===== src/hdl/vstu_pkg.sv =====
`default_nettype none

package vstu_pkg;

  ////////////////////////////////////////
  // Sizes
  ////////////////////////////////////////

  // Lanes feeding the store unit
  localparam int unsigned NrLanes    = 4;
  // Bytes in one lane operand word
  localparam int unsigned LaneBytes  = 8;
  // Bytes in one full set of lane words
  localparam int unsigned WordBytes  = NrLanes * LaneBytes;
  // Bytes in one write beat
  localparam int unsigned BeatBytes  = 8;
  // Store instructions held between accept and commit
  localparam int unsigned QueueDepth = 4;
  // Distinct instruction ids
  localparam int unsigned NrVInsn    = 8;
  localparam int unsigned VlWidth    = 12;
  // Vector length shifted by up to 3 for SEW64
  localparam int unsigned BytesWidth = VlWidth + 3;
  localparam int unsigned LenWidth   = 8;

  // Derived widths
  localparam int unsigned IdWidth      = $clog2(NrVInsn);
  localparam int unsigned QidxWidth    = $clog2(QueueDepth);
  localparam int unsigned QcntWidth    = QidxWidth + 1;
  localparam int unsigned LaneIdxWidth = $clog2(NrLanes);

  ////////////////////////////////////////
  // Types
  ////////////////////////////////////////

  typedef logic [8*LaneBytes-1:0]  elen_t;
  typedef logic [8*BeatBytes-1:0]  beat_data_t;
  typedef logic [BeatBytes-1:0]    beat_strb_t;
  typedef logic [IdWidth-1:0]      vinsn_id_t;
  typedef logic [VlWidth-1:0]      vl_t;
  typedef logic [BytesWidth-1:0]   byte_cnt_t;
  // Number of beats minus one
  typedef logic [LenWidth-1:0]     burst_len_t;
  typedef logic [QidxWidth-1:0]    qidx_t;
  typedef logic [QcntWidth-1:0]    qcnt_t;
  typedef logic [LaneIdxWidth-1:0] lane_idx_t;

  // Target unit of a sequencer request
  typedef enum logic [1:0] {
    OP_STORE,
    OP_LOAD,
    OP_ALU,
    OP_MASK
  } vfu_op_e;

  // Element width, value is the byte shift
  typedef enum logic [1:0] {
    SEW8  = 2'd0,
    SEW16 = 2'd1,
    SEW32 = 2'd2,
    SEW64 = 2'd3
  } vsew_e;

  typedef enum logic {
    PH_IDLE,
    PH_STREAM
  } pack_phase_e;

endpackage

`default_nettype wire

===== src/hdl/vstu_top.sv =====
`default_nettype none

module vstu_top (
  input  logic                                    clk_i,
  input  logic                                    rst_ni,
  // Sequencer
  input  logic                                    req_valid_i,
  input  vstu_pkg::vinsn_id_t                     req_id_i,
  input  vstu_pkg::vfu_op_e                       req_op_i,
  input  vstu_pkg::vl_t                           req_vl_i,
  input  vstu_pkg::vsew_e                         req_vsew_i,
  output logic                                    req_ready_o,
  // Address generator
  input  logic                                    ag_valid_i,
  input  vstu_pkg::burst_len_t                    ag_len_i,
  output logic                                    ag_ready_o,
  // Lanes
  input  vstu_pkg::elen_t [vstu_pkg::NrLanes-1:0] lane_operand_i,
  input  logic            [vstu_pkg::NrLanes-1:0] lane_valid_i,
  output logic            [vstu_pkg::NrLanes-1:0] lane_ready_o,
  // Write data channel
  output vstu_pkg::beat_data_t                    w_data_o,
  output vstu_pkg::beat_strb_t                    w_strb_o,
  output logic                                    w_last_o,
  output logic                                    w_valid_o,
  input  logic                                    w_ready_i,
  // Write response channel
  input  logic                                    b_valid_i,
  output logic                                    b_ready_o,
  // Status
  output logic                                    store_complete_o,
  output logic                                    store_pending_o,
  output logic            [vstu_pkg::NrVInsn-1:0] resp_done_o
);

  import vstu_pkg::*;

  // Queue head to packer
  logic      issue_valid;
  vinsn_id_t issue_id;
  byte_cnt_t issue_bytes;
  // Packer to queue and commit
  logic      issue_done;
  vinsn_id_t done_id;
  // Commit back to queue
  logic      commit;
  vinsn_id_t commit_id;

  ////////////////////////////////////////
  // Decode
  ////////////////////////////////////////

  vstu_insn_queue i_insn_queue (
    .clk_i           (clk_i),
    .rst_ni          (rst_ni),
    .req_valid_i     (req_valid_i),
    .req_id_i        (req_id_i),
    .req_op_i        (req_op_i),
    .req_vl_i        (req_vl_i),
    .req_vsew_i      (req_vsew_i),
    .req_ready_o     (req_ready_o),
    .issue_valid_o   (issue_valid),
    .issue_id_o      (issue_id),
    .issue_bytes_o   (issue_bytes),
    .issue_done_i    (issue_done),
    .commit_i        (commit),
    .commit_id_i     (commit_id),
    .store_pending_o (store_pending_o)
  );

  ////////////////////////////////////////
  // Execute
  ////////////////////////////////////////

  vstu_beat_packer i_beat_packer (
    .clk_i          (clk_i),
    .rst_ni         (rst_ni),
    .issue_valid_i  (issue_valid),
    .issue_id_i     (issue_id),
    .issue_bytes_i  (issue_bytes),
    .issue_done_o   (issue_done),
    .done_id_o      (done_id),
    .ag_valid_i     (ag_valid_i),
    .ag_len_i       (ag_len_i),
    .ag_ready_o     (ag_ready_o),
    .lane_operand_i (lane_operand_i),
    .lane_valid_i   (lane_valid_i),
    .lane_ready_o   (lane_ready_o),
    .w_data_o       (w_data_o),
    .w_strb_o       (w_strb_o),
    .w_last_o       (w_last_o),
    .w_valid_o      (w_valid_o),
    .w_ready_i      (w_ready_i)
  );

  ////////////////////////////////////////
  // Result
  ////////////////////////////////////////

  vstu_commit i_commit (
    .clk_i            (clk_i),
    .rst_ni           (rst_ni),
    .issue_done_i     (issue_done),
    .done_id_i        (done_id),
    .b_valid_i        (b_valid_i),
    .b_ready_o        (b_ready_o),
    .commit_o         (commit),
    .commit_id_o      (commit_id),
    .store_complete_o (store_complete_o),
    .resp_done_o      (resp_done_o)
  );

endmodule

`default_nettype wire


===== src/hdl/vstu_commit.sv =====
`default_nettype none

module vstu_commit (
  input  logic                             clk_i,
  input  logic                             rst_ni,
  // Ids that finished issuing
  input  logic                             issue_done_i,
  input  vstu_pkg::vinsn_id_t              done_id_i,
  // Write response
  input  logic                             b_valid_i,
  output logic                             b_ready_o,
  // Retire towards the queue and the sequencer
  output logic                             commit_o,
  output vstu_pkg::vinsn_id_t              commit_id_o,
  output logic                             store_complete_o,
  output logic [vstu_pkg::NrVInsn-1:0]     resp_done_o
);

  import vstu_pkg::*;

  ////////////////////////////////////////
  // Id FIFO
  ////////////////////////////////////////

  vinsn_id_t fifo_q [QueueDepth];
  qidx_t     wr_pnt_q;
  qidx_t     rd_pnt_q;
  qcnt_t     cnt_q;

  logic               pop;
  logic [NrVInsn-1:0] done_d;

  // Every response is taken, even with nothing to retire
  assign b_ready_o = b_valid_i;

  // Oldest issued id retires on a response
  assign pop              = b_valid_i && (cnt_q != '0);
  assign commit_o         = pop;
  assign commit_id_o      = fifo_q[rd_pnt_q];
  assign store_complete_o = pop;

  always_ff @(posedge clk_i) begin
    if (issue_done_i) begin
      fifo_q[wr_pnt_q] <= done_id_i;
    end
  end

  // One-hot pulse at the retired id
  always_comb begin
    done_d = '0;
    if (pop) begin
      done_d[commit_id_o] = 1'b1;
    end
  end

  always_ff @(posedge clk_i or negedge rst_ni) begin
    if (!rst_ni) begin
      wr_pnt_q    <= '0;
      rd_pnt_q    <= '0;
      cnt_q       <= '0;
      resp_done_o <= '0;
    end else begin
      if (issue_done_i) begin
        wr_pnt_q <= wr_pnt_q + 1'b1;
      end
      if (pop) begin
        rd_pnt_q <= rd_pnt_q + 1'b1;
      end
      cnt_q       <= cnt_q + qcnt_t'(issue_done_i) - qcnt_t'(pop);
      resp_done_o <= done_d;
    end
  end

endmodule

`default_nettype wire


===== src/hdl/vstu_beat_packer.sv =====
`default_nettype none

module vstu_beat_packer (
  input  logic                                       clk_i,
  input  logic                                       rst_ni,
  // Issue head from the queue
  input  logic                                       issue_valid_i,
  input  vstu_pkg::vinsn_id_t                        issue_id_i,
  input  vstu_pkg::byte_cnt_t                        issue_bytes_i,
  output logic                                       issue_done_o,
  output vstu_pkg::vinsn_id_t                        done_id_o,
  // Address generator
  input  logic                                       ag_valid_i,
  input  vstu_pkg::burst_len_t                       ag_len_i,
  output logic                                       ag_ready_o,
  // Lane operands
  input  vstu_pkg::elen_t [vstu_pkg::NrLanes-1:0]    lane_operand_i,
  input  logic            [vstu_pkg::NrLanes-1:0]    lane_valid_i,
  output logic            [vstu_pkg::NrLanes-1:0]    lane_ready_o,
  // Write channel
  output vstu_pkg::beat_data_t                       w_data_o,
  output vstu_pkg::beat_strb_t                       w_strb_o,
  output logic                                       w_last_o,
  output logic                                       w_valid_o,
  input  logic                                       w_ready_i
);

  import vstu_pkg::*;

  // PH_IDLE means the count is still taken from the queue head
  pack_phase_e phase_q, phase_d;
  // Bytes left from the start of the current lane word set
  byte_cnt_t   rem_q, rem_d;
  // Lane that feeds the next beat
  lane_idx_t   word_pnt_q, word_pnt_d;
  // Beats already sent in the current burst
  burst_len_t  beat_cnt_q, beat_cnt_d;

  byte_cnt_t rem_cur;
  byte_cnt_t beat_rem;
  logic      beat_fire;
  logic      beat_final;
  logic      word_done;
  logic      burst_last;

  ////////////////////////////////////////
  // Beat framing
  ////////////////////////////////////////

  assign rem_cur  = (phase_q == PH_IDLE) ? issue_bytes_i : rem_q;
  // Bytes left for this beat onwards
  assign beat_rem = rem_cur - byte_cnt_t'(word_pnt_q) * byte_cnt_t'(BeatBytes);

  assign beat_final = (beat_rem <= byte_cnt_t'(BeatBytes));
  // Four beats per word set, or the tail of the instruction
  assign word_done  = beat_final || (word_pnt_q == lane_idx_t'(NrLanes - 1));
  assign burst_last = (beat_cnt_q == ag_len_i);

  // Sink, burst and every lane must be ready together
  assign w_valid_o = w_ready_i && issue_valid_i && ag_valid_i && (&lane_valid_i);
  assign beat_fire = w_valid_o && w_ready_i;

  // Sequential byte map, so beat j is simply lane j of the set
  assign w_data_o = lane_operand_i[word_pnt_q];

  // Low bytes only on a partial final beat
  always_comb begin
    for (int unsigned b = 0; b < BeatBytes; b++) begin
      w_strb_o[b] = (beat_rem > byte_cnt_t'(b));
    end
  end

  assign w_last_o     = beat_fire && burst_last;
  assign ag_ready_o   = beat_fire && burst_last;
  assign lane_ready_o = {NrLanes{beat_fire && word_done}};
  assign issue_done_o = beat_fire && beat_final;
  assign done_id_o    = issue_id_i;

  ////////////////////////////////////////
  // Next state
  ////////////////////////////////////////

  always_comb begin
    phase_d    = phase_q;
    rem_d      = rem_q;
    word_pnt_d = word_pnt_q;
    beat_cnt_d = beat_cnt_q;

    // Stalls leave everything where it is
    if (beat_fire) begin
      beat_cnt_d = burst_last ? '0 : beat_cnt_q + 1'b1;

      if (beat_final) begin
        // Ready for the next head right away
        phase_d    = PH_IDLE;
        rem_d      = '0;
        word_pnt_d = '0;
      end else begin
        phase_d = PH_STREAM;
        if (word_done) begin
          // Move on to the next lane word set
          rem_d      = rem_cur - byte_cnt_t'(WordBytes);
          word_pnt_d = '0;
        end else begin
          rem_d      = rem_cur;
          word_pnt_d = word_pnt_q + 1'b1;
        end
      end
    end
  end

  always_ff @(posedge clk_i or negedge rst_ni) begin
    if (!rst_ni) begin
      phase_q    <= PH_IDLE;
      rem_q      <= '0;
      word_pnt_q <= '0;
      beat_cnt_q <= '0;
    end else begin
      phase_q    <= phase_d;
      rem_q      <= rem_d;
      word_pnt_q <= word_pnt_d;
      beat_cnt_q <= beat_cnt_d;
    end
  end

endmodule

`default_nettype wire


===== src/hdl/vstu_insn_queue.sv =====
`default_nettype none

module vstu_insn_queue (
  input  logic                clk_i,
  input  logic                rst_ni,
  // Sequencer requests
  input  logic                req_valid_i,
  input  vstu_pkg::vinsn_id_t req_id_i,
  input  vstu_pkg::vfu_op_e   req_op_i,
  input  vstu_pkg::vl_t       req_vl_i,
  input  vstu_pkg::vsew_e     req_vsew_i,
  output logic                req_ready_o,
  // Issue head towards the packer
  output logic                issue_valid_o,
  output vstu_pkg::vinsn_id_t issue_id_o,
  output vstu_pkg::byte_cnt_t issue_bytes_o,
  input  logic                issue_done_i,
  // Retire from the commit stage
  input  logic                commit_i,
  input  vstu_pkg::vinsn_id_t commit_id_i,
  output logic                store_pending_o
);

  import vstu_pkg::*;

  ////////////////////////////////////////
  // Queue storage
  ////////////////////////////////////////

  // Payload of each slot
  vinsn_id_t id_q    [QueueDepth];
  byte_cnt_t bytes_q [QueueDepth];

  // Accept and issue pointers
  qidx_t accept_pnt_q;
  qidx_t issue_pnt_q;
  // Accepted but not yet fully issued
  qcnt_t issue_cnt_q;
  // Accepted but not yet retired
  qcnt_t inflight_q;

  // One bit per id that is still in flight
  logic [NrVInsn-1:0] running_q;

  logic      accept;
  byte_cnt_t req_bytes;

  // Full when every slot waits for a write response
  assign req_ready_o = (inflight_q != qcnt_t'(QueueDepth));

  // Only stores, and never an id that is still running
  assign accept = req_valid_i && req_ready_o &&
                  (req_op_i == OP_STORE) && !running_q[req_id_i];

  // Byte count is vl scaled by the element size
  assign req_bytes = byte_cnt_t'(req_vl_i) << req_vsew_i;

  // Head of the issue pointer
  assign issue_valid_o   = (issue_cnt_q != '0);
  assign issue_id_o      = id_q[issue_pnt_q];
  assign issue_bytes_o   = bytes_q[issue_pnt_q];
  assign store_pending_o = (inflight_q != '0);

  // Slot write on accept
  always_ff @(posedge clk_i) begin
    if (accept) begin
      id_q[accept_pnt_q]    <= req_id_i;
      bytes_q[accept_pnt_q] <= req_bytes;
    end
  end

  ////////////////////////////////////////
  // Pointers and counters
  ////////////////////////////////////////

  always_ff @(posedge clk_i or negedge rst_ni) begin
    if (!rst_ni) begin
      accept_pnt_q <= '0;
      issue_pnt_q  <= '0;
      issue_cnt_q  <= '0;
      inflight_q   <= '0;
      running_q    <= '0;
    end else begin
      if (accept) begin
        accept_pnt_q <= accept_pnt_q + 1'b1;
      end
      // Next head streams from the following cycle
      if (issue_done_i) begin
        issue_pnt_q <= issue_pnt_q + 1'b1;
      end
      // Both counters may move up and down in one cycle
      issue_cnt_q <= issue_cnt_q + qcnt_t'(accept) - qcnt_t'(issue_done_i);
      inflight_q  <= inflight_q + qcnt_t'(accept) - qcnt_t'(commit_i);
      // Retired id is free again from the next cycle
      if (commit_i) begin
        running_q[commit_id_i] <= 1'b0;
      end
      if (accept) begin
        running_q[req_id_i] <= 1'b1;
      end
    end
  end

endmodule

`default_nettype wire


===== config.mk =====
export PLATFORM = sky130hd
export DESIGN_NAME = vstu_top
export DESIGN_NICKNAME = d
export VERILOG_FILES = /design/src/hdl/vstu_pkg.sv /design/src/hdl/vstu_top.sv /design/src/hdl/vstu_commit.sv /design/src/hdl/vstu_beat_packer.sv /design/src/hdl/vstu_insn_queue.sv
export SDC_FILE = /design/constraint.sdc
export NUM_CORES = 1
export LEC_CHECK = 0
export BUFFER_PORTS_ARGS = -buffer_cell sky130_fd_sc_hd__buf_2
export CAP_MARGIN = 20
export CORE_MARGIN = 1
export CORE_UTILIZATION = 35
export DETAILED_ROUTE_END_ITERATION = 7
export PLACE_DENSITY_LB_ADDON = 0.05
export REMOVE_ABC_BUFFERS = 1
export SLEW_MARGIN = 20
export SYNTH_ARGS = -nofsm -noshare
export SYNTH_HDL_FRONTEND = slang
export SYNTH_SLANG_ARGS = --single-unit

===== constraint.sdc =====
create_clock -name clk_i -period 6.4 [get_ports clk_i]
set_input_delay 0.96 -clock clk_i [delete_from_list [all_inputs] [get_ports clk_i]]
set_output_delay 0.96 -clock clk_i [all_outputs]
set_load 0.02 [all_outputs]

==> impl_metrics.py, run 1 <==
metrics = {
    "outcome": {
        "status": "completed",
    },
    "clocking": {
        "cts.sinks": 143,
        "ctsHoldBuffers": 0,
        "path_clk_slew_ns": 0.06,
        "cts_made_buffers": 17,
        "cts_resized": 0,
        "cts_buffer_depth": 2,
        "cts-root-buf": "clkbuf_16",
        "htreeDepth": 4,
        "post_cts_buffers": 0,
        "clock_latency_ns": 0.42,
        "cts_tree": "yes",
    },
    "logic_synthesis": {
        "ys_top_cells_by_area": "edfxtp_1 29%, mux4_2 22%, dfrtp_1 17%",
        "syn_avg_cell_area_um2": 13.9,
        "synth_top_family_by_area": "multiplexers",
        "yosysWarningCount": 0,
        "syn_area_mm2": 0.00872,
        "synth_xor_area_share_pct": 3.52,
        "synth_edf_count": 84,
        "ys_ff_latch": 143,
        "synth_compound_area_share_pct": 7.92,
        "netlist_instances": 626,
        "synth_mux_area_share_pct": 25.9,
        "yosys_most_used_dff": "edfxtp_1",
        "synth-async-reset-ratio_pct": 41.3,
        "synthDistinctLibCells": 76,
        "yosys.area.top_type_share_pct": 28.9,
        "yosysTopAreaCell": "edfxtp_1",
        "synth_fa_ha_area_share_pct": 3.79,
        "ys_seq_area_share_pct": 45.9,
        "yosys.area_share.simple_pct": 9.21,
    },
    "hold_path": {
        "holdCritPathClass": "flop to flop",
        "hold_depth": 2,
        "hp-start": "i_beat_packer.rem_q[3]",
        "hold_path_end": "i_beat_packer.rem_q[3]",
    },
    "global_route": {
        "antenna_found_initial": 5,
        "grt_pass1_vias": 7020,
        "grt_remaining_overflow": 0,
        "gr-usage-met3_pct": 10.5,
        "grt-busiest-layer": "met2",
        "grt_pass1_wl_um": 47000,
        "gr-usage-met2_pct": 38.4,
        "grt_usage_pct": 25.8,
        "grt_max_degree": 66,
        "use_met1_pct": 35.3,
    },
    "routing": {
        "dr.first_iter.drc_count": 609,
        "dr.pass1.iters": 4,
        "via_count": 7110,
        "wl_um": 33000,
        "drc_errors": 0,
        "ant_nets": 0,
        "vias_per_cell": 5.32,
        "routedWlPerCell_um": 24.7,
    },
    "power_and_ir_drop": {
        "switchingPower_w": 0.00157,
        "p_int_w": 0.00246,
        "p_sw_share_pct": 39.0,
        "combPwrFrac_pct": 45.8,
        "p_leak_nw": 4.84,
        "p_seq_share_pct": 30.9,
        "p_clk_share_pct": 23.3,
        "power_density_mw_per_mm2": 351,
        "total_power_w": 0.00403,
        "peakVddDrop_uv": 205,
    },
    "worst_setup_path": {
        "reg2reg_to": "i_insn_queue.issue_cnt_q[2]",
        "rr_startpoint": "i_insn_queue.issue_pnt_q[0]",
        "critPathKind": "flop to output port",
        "critPathLaunchType": "flop",
        "cp-end-kind": "output port",
        "critPathMaxFanout": 13,
        "cp.arrival_ns": 4.72,
        "ff2ff_setup_slack_ns": 1.60,
        "rr_worst_depth": 17,
        "worst-endpoint-required_ns": 5.44,
    },
    "sta": {
        "rsz0062_at_grt": "no",
        "period_needed_ns": 5.68,
        "period_share_pct": 88.8,
        "setup_ws_ns": 0.718,
        "tns_ns": 0,
        "fmax_mhz": 176,
        "fin_skew_ns": 0.0133,
        "worst_slew_pin_slew_ns": 0.972,
        "maxSlewHeadroom_pct": 35.2,
        "drv_slew": 0,
        "hold_viol": 0,
        "setup_violations": 0,
    },
    "die": {
        "start_util_pct": 35.8,
        "die_area_mm2": 0.0256,
        "pin_count": 384,
        "coreArea_mm2": 0.0244,
        "die_h_um": 160,
        "num_rows": 57,
        "die_w_um": 160,
    },
    "placed_design": {
        "gp_congestion": 0.942,
        "portBuffers": 383,
        "pre_cts_ws_ns": 1.12,
        "hpwlAfterDp_um": 26900,
    },
    "job": {
        "cap_violations": 0,
    },
    "layout": {
        "final_cell_mix": "383 x buf_2, 85 x mux4_2, 84 x edfxtp_1",
        "fin_nets": 1314,
        "multiInputGateArea_mm2": 0.00439,
        "synthToLayoutAreaGrowth_pct": 31.4,
        "drive_gt1_share_pct": 53.6,
        "final_core_util_pct": 47.0,
        "nFillCells": 2305,
        "layout_commonest_cell": "buf_2",
        "regArea_mm2": 0.00400,
    },
}
flip-flops by register name, summed over array words and instances (netlist names), 8 cells and up:
signal                    cells
i_beat_packer.beat_cnt_q      8
i_beat_packer.rem_q          15
i_commit.fifo_q              12
i_commit.resp_done_o          8
i_insn_queue.bytes_q         60
i_insn_queue.id_q            12
i_insn_queue.running_q        8
power groups by stage:
stage,clock [W],sequential (W),combinational [W]
after floorplan,0,0.00132,0.00120
after global placement,0,0.00127,0.00184
after detailed placement,0,0.00126,0.00183
after CTS,0.000951,0.00125,0.00185
after global routing,0.000991,0.00127,0.00198
final,0.000938,0.00124,0.00184
metal layers:
layer	vias to the layer above	share of wire, %
met2	314	45
met3	34	11
met5	-	0.11
li1	3176	-
met4	6	1.2
met1	3580	43
worst max-delay path, stage by stage, from the launching register on:
cell and delay, ns:
dfrtp_1 0.44, buf_4 0.28, mux4_2 0.52, mux2i_1 0.35
inv_1 0.09, ha_1 0.31, a21o_1 0.17, nand3_1 0.07
or4b_4 0.47, a21boi_4 0.23, o221ai_4 0.20, nor4b_4 0.66
o311ai_0 0.27, buf_2 0.23
kinds of logic after synthesis:
kind of cell / after synthesis
AO/OA/AOI/OAI: 90
XOR/XNOR: 35
adder cells (fa/ha/maj): 24
buffers and inverters: 68
flip-flops: 143
multiplexers: 116
AND/OR/NAND/NOR: 150
cell usage after synthesis, drive strengths merged, types with 6 or more instances:
cell type and count:
mux4 85, xor2 6, mux2i 29, nand2b 9
o21ai 30, o31ai 17, nand3 10, and2 13
clkbuf 19, ha 20, nand2 51, nand4 7
xnor2 29, buf 21, edfxtp 84, nor3 12
inv 28, nor2 27, dfrtp 59, a21oi 8
how the worst max path moves through the flow:
stage | start | endpoint | slack (ns) | cells past startpoint
final | i_insn_queue.issue_pnt_q[0] | w_strb_o[2] | 0.72 | 13
after global routing | i_beat_packer.phase_q | w_strb_o[2] | 0.35 | 12
after CTS | i_insn_queue.issue_pnt_q[0] | w_strb_o[2] | 0.66 | 13
after detailed placement | i_insn_queue.issue_pnt_q[0] | w_strb_o[2] | 1.12 | 13
after global placement | i_insn_queue.issue_pnt_q[0] | w_strb_o[2] | 1.20 | 13
after floorplan | i_beat_packer.word_pnt_q[0] | lane_ready_o[0] | 0.20 | 9
cell type report:
cell class,count,share of cell area (%)
tap,324,3.54
clock buffer,22,4.25
multi-input combinational,415,38.3
clock inverter,10,0.644
sequential,143,34.9
timing repair buffer,392,17.3
inverter,28,0.917
antenna,3,0.0655
per-stage QoR:
| stage | hold slack [ns] | area, µm² | instances |
|---|---|---|---|
| final | 0.490 | 11500 | 1337 |
| after global placement | 0.471 | 10900 | 1302 |
| after CTS | 0.494 | 11400 | 1334 |
| after floorplan | 0.448 | 8490 | 586 |
| after detailed placement | 0.474 | 10900 | 1302 |
| after global routing | 0.518 | 11500 | 1336 |
Power figures use the tool's default switching activity.
==> run 2, diff against run 1 <==
==> constraint.sdc (replaced) <==
create_clock -name clk_i -period 6.4 [get_ports clk_i]
set_input_delay 0.96 -clock clk_i [delete_from_list [all_inputs] [get_ports clk_i]]
set_output_delay 0.96 -clock clk_i [all_outputs]
set_load 0.1 [all_outputs]
==> run 2 against run 1 <==
  * Critical path depth stayed put
  * Largest cell class unchanged
  * Via count about the same
  * Register-to-register slack lost 0.09 ns
  * Global-route usage is 0.12 points higher
  * Clock power grew 3.3%
  * Final area is 0.15% higher
  * Worst hold slack got worse by 0.0074 ns
  * Die area unchanged
==> impl_metrics.py, run 2 (synthesized netlist as in run 1, its figures left out) <==
metrics = {
    "worst_setup_path": {
        "critPathKind": "flop to output port",
        "critPathLaunchType": "flop",
        "cp.arrival_ns": 4.90,
        "cp-end-kind": "output port",
        "worst-endpoint-required_ns": 5.44,
        "critPathMaxFanout": 17,
    },
    "routing": {
        "via_count": 7104,
        "met2_length_um": 14700,
        "maxUsedRoutingLayer": "met5",
        "drt-met1-wl_um": 15100,
        "wl_um": 33000,
        "ant_nets": 0,
        "drc_errors": 0,
        "vias_per_cell": 5.31,
        "dr.first_iter.drc_count": 760,
        "dr.pass1.iters": 5,
        "routedWlPerCell_um": 24.7,
        "met3_length_um": 2780,
    },
    "sta": {
        "worst_slew_pin_slew_ns": 0.997,
        "period_needed_ns": 5.86,
        "setup_violations": 0,
        "maxSlewHeadroom_pct": 33.6,
        "fmax_mhz": 171,
        "fin_skew_ns": 0.00999,
        "rsz0062_at_grt": "no",
        "hold_viol": 0,
        "period_share_pct": 91.6,
        "drv_slew": 0,
    },
    "die": {
        "pin_count": 384,
        "start_util_pct": 35.8,
        "die_w_um": 160,
        "die_h_um": 160,
        "die_area_mm2": 0.0256,
        "coreArea_mm2": 0.0244,
        "num_rows": 57,
    },
    "global_route": {
        "grt_usage_pct": 25.9,
        "grt_remaining_overflow": 0,
        "antenna_found_initial": 9,
        "grt_max_degree": 66,
        "grt_pass1_vias": 7029,
        "grt_pass1_wl_um": 47700,
    },
    "power_and_ir_drop": {
        "total_power_w": 0.00529,
        "peakVddDrop_uv": 256,
        "p_leak_nw": 4.84,
        "power_density_mw_per_mm2": 461,
    },
    "layout": {
        "layout_commonest_cell": "buf_2",
        "synthToLayoutAreaGrowth_pct": 31.6,
        "final_cell_mix": "383 x buf_2, 85 x mux4_2, 84 x edfxtp_1",
        "drive_gt1_share_pct": 53.4,
        "fin_cells": 1338,
        "fin_nets": 1315,
        "final_core_util_pct": 47.0,
        "largest_reg_flops": 60,
        "reg.largest.list": "i_insn_queue.bytes_q: 60 flops, i_beat_packer.rem_q: 15 flops",
        "regMostFlops": "i_insn_queue.bytes_q",
    },
    "placed_design": {
        "portBuffers": 383,
        "placed_cells": 1303,
        "hpwlAfterDp_um": 26800,
        "gp_congestion": 0.943,
    },
    "clocking": {
        "cts_tree": "yes",
        "cts_made_buffers": 17,
        "clock_latency_ns": 0.42,
        "htreeDepth": 4,
        "cts-root-buf": "clkbuf_16",
        "cts_buffer_depth": 2,
        "path_clk_slew_ns": 0.06,
        "cts.sinks": 143,
        "post_cts_buffers": 0,
        "ctsHoldBuffers": 0,
        "cts_resized": 0,
    },
    "hold_path": {
        "holdCritPathClass": "flop to flop",
    },
    "job": {
        "cap_violations": 0,
    },
    "outcome": {
        "status": "completed",
    },
}
-- run 2: critical path, stage by stage, from the launching register on --
cell,delay [ns]
dfrtp_1,0.34
buf_4,0.30
mux4_2,0.54
mux2i_1,0.36
inv_1,0.09
ha_1,0.32
a21oi_1,0.20
o311a_1,0.26
nand2_1,0.15
nor4_2,0.40
o221ai_4,0.23
nor4b_4,0.67
o311ai_0,0.26
buf_2,0.36
-- run 2: report_power, final --
part	switching [W]	total, W	internal, W
registers	0.000131	0.00125	0.00111
logic	0.00228	0.00307	0.000796
clock network	0.000392	0.000969	0.000577
total	0.00280	0.00529	0.00249
-- run 2: path summary, 6_finish.rpt --
| kind | slack, ns | cells past startpoint | startpoint | to |
|---|---|---|---|---|
| worst max-delay path | 0.54 | 13 | i_insn_queue.issue_pnt_q[0] | w_strb_o[1] |
| worst min-delay path | 0.48 | 2 | i_beat_packer.rem_q[3] | i_beat_packer.rem_q[3] |
| worst max register to register | 1.51 | 17 | i_insn_queue.issue_pnt_q[0] | i_insn_queue.issue_cnt_q[2] |
| worst min register to register | 0.48 | 2 | i_beat_packer.rem_q[3] | i_beat_packer.rem_q[3] |
| max in group asynchronous | 5.06 | 2 | rst_ni | i_beat_packer.word_pnt_q[0] |
| min in group asynchronous | 0.70 | 2 | rst_ni | i_insn_queue.running_q[7] |
-- run 2: layout make-up --
cell class                 count  area [µm²]
sequential                   143        4000
antenna                        3        7.51
tap                          324         405
timing repair buffer         393        1990
fill                        2306       12900
clock inverter                12         134
inverter                      28         105
multi-input combinational    415        4390
clock buffer                  20         437
-- run 2: stage by stage --
step / hold slack, ns / worst slack [ns] / cell area [µm²] / TNS (ns)
final: 0.483 / 0.538 / 11500 / 0
after global routing: 0.523 / 0.281 / 11500 / 0
after CTS: 0.488 / 0.535 / 11500 / 0
after detailed placement: 0.475 / 0.986 / 10900 / 0
after global placement: 0.479 / 1.08 / 10900 / 0
after floorplan: 0.448 / -2.20 / 8490 / -15.34
-- run 2: layer usage --
metal  vias up  track usage [%]
met1      3561             37.7
met5         -                0
li1       3182                -
met3        32             7.61
met2       317             38.6
met4        12             4.85
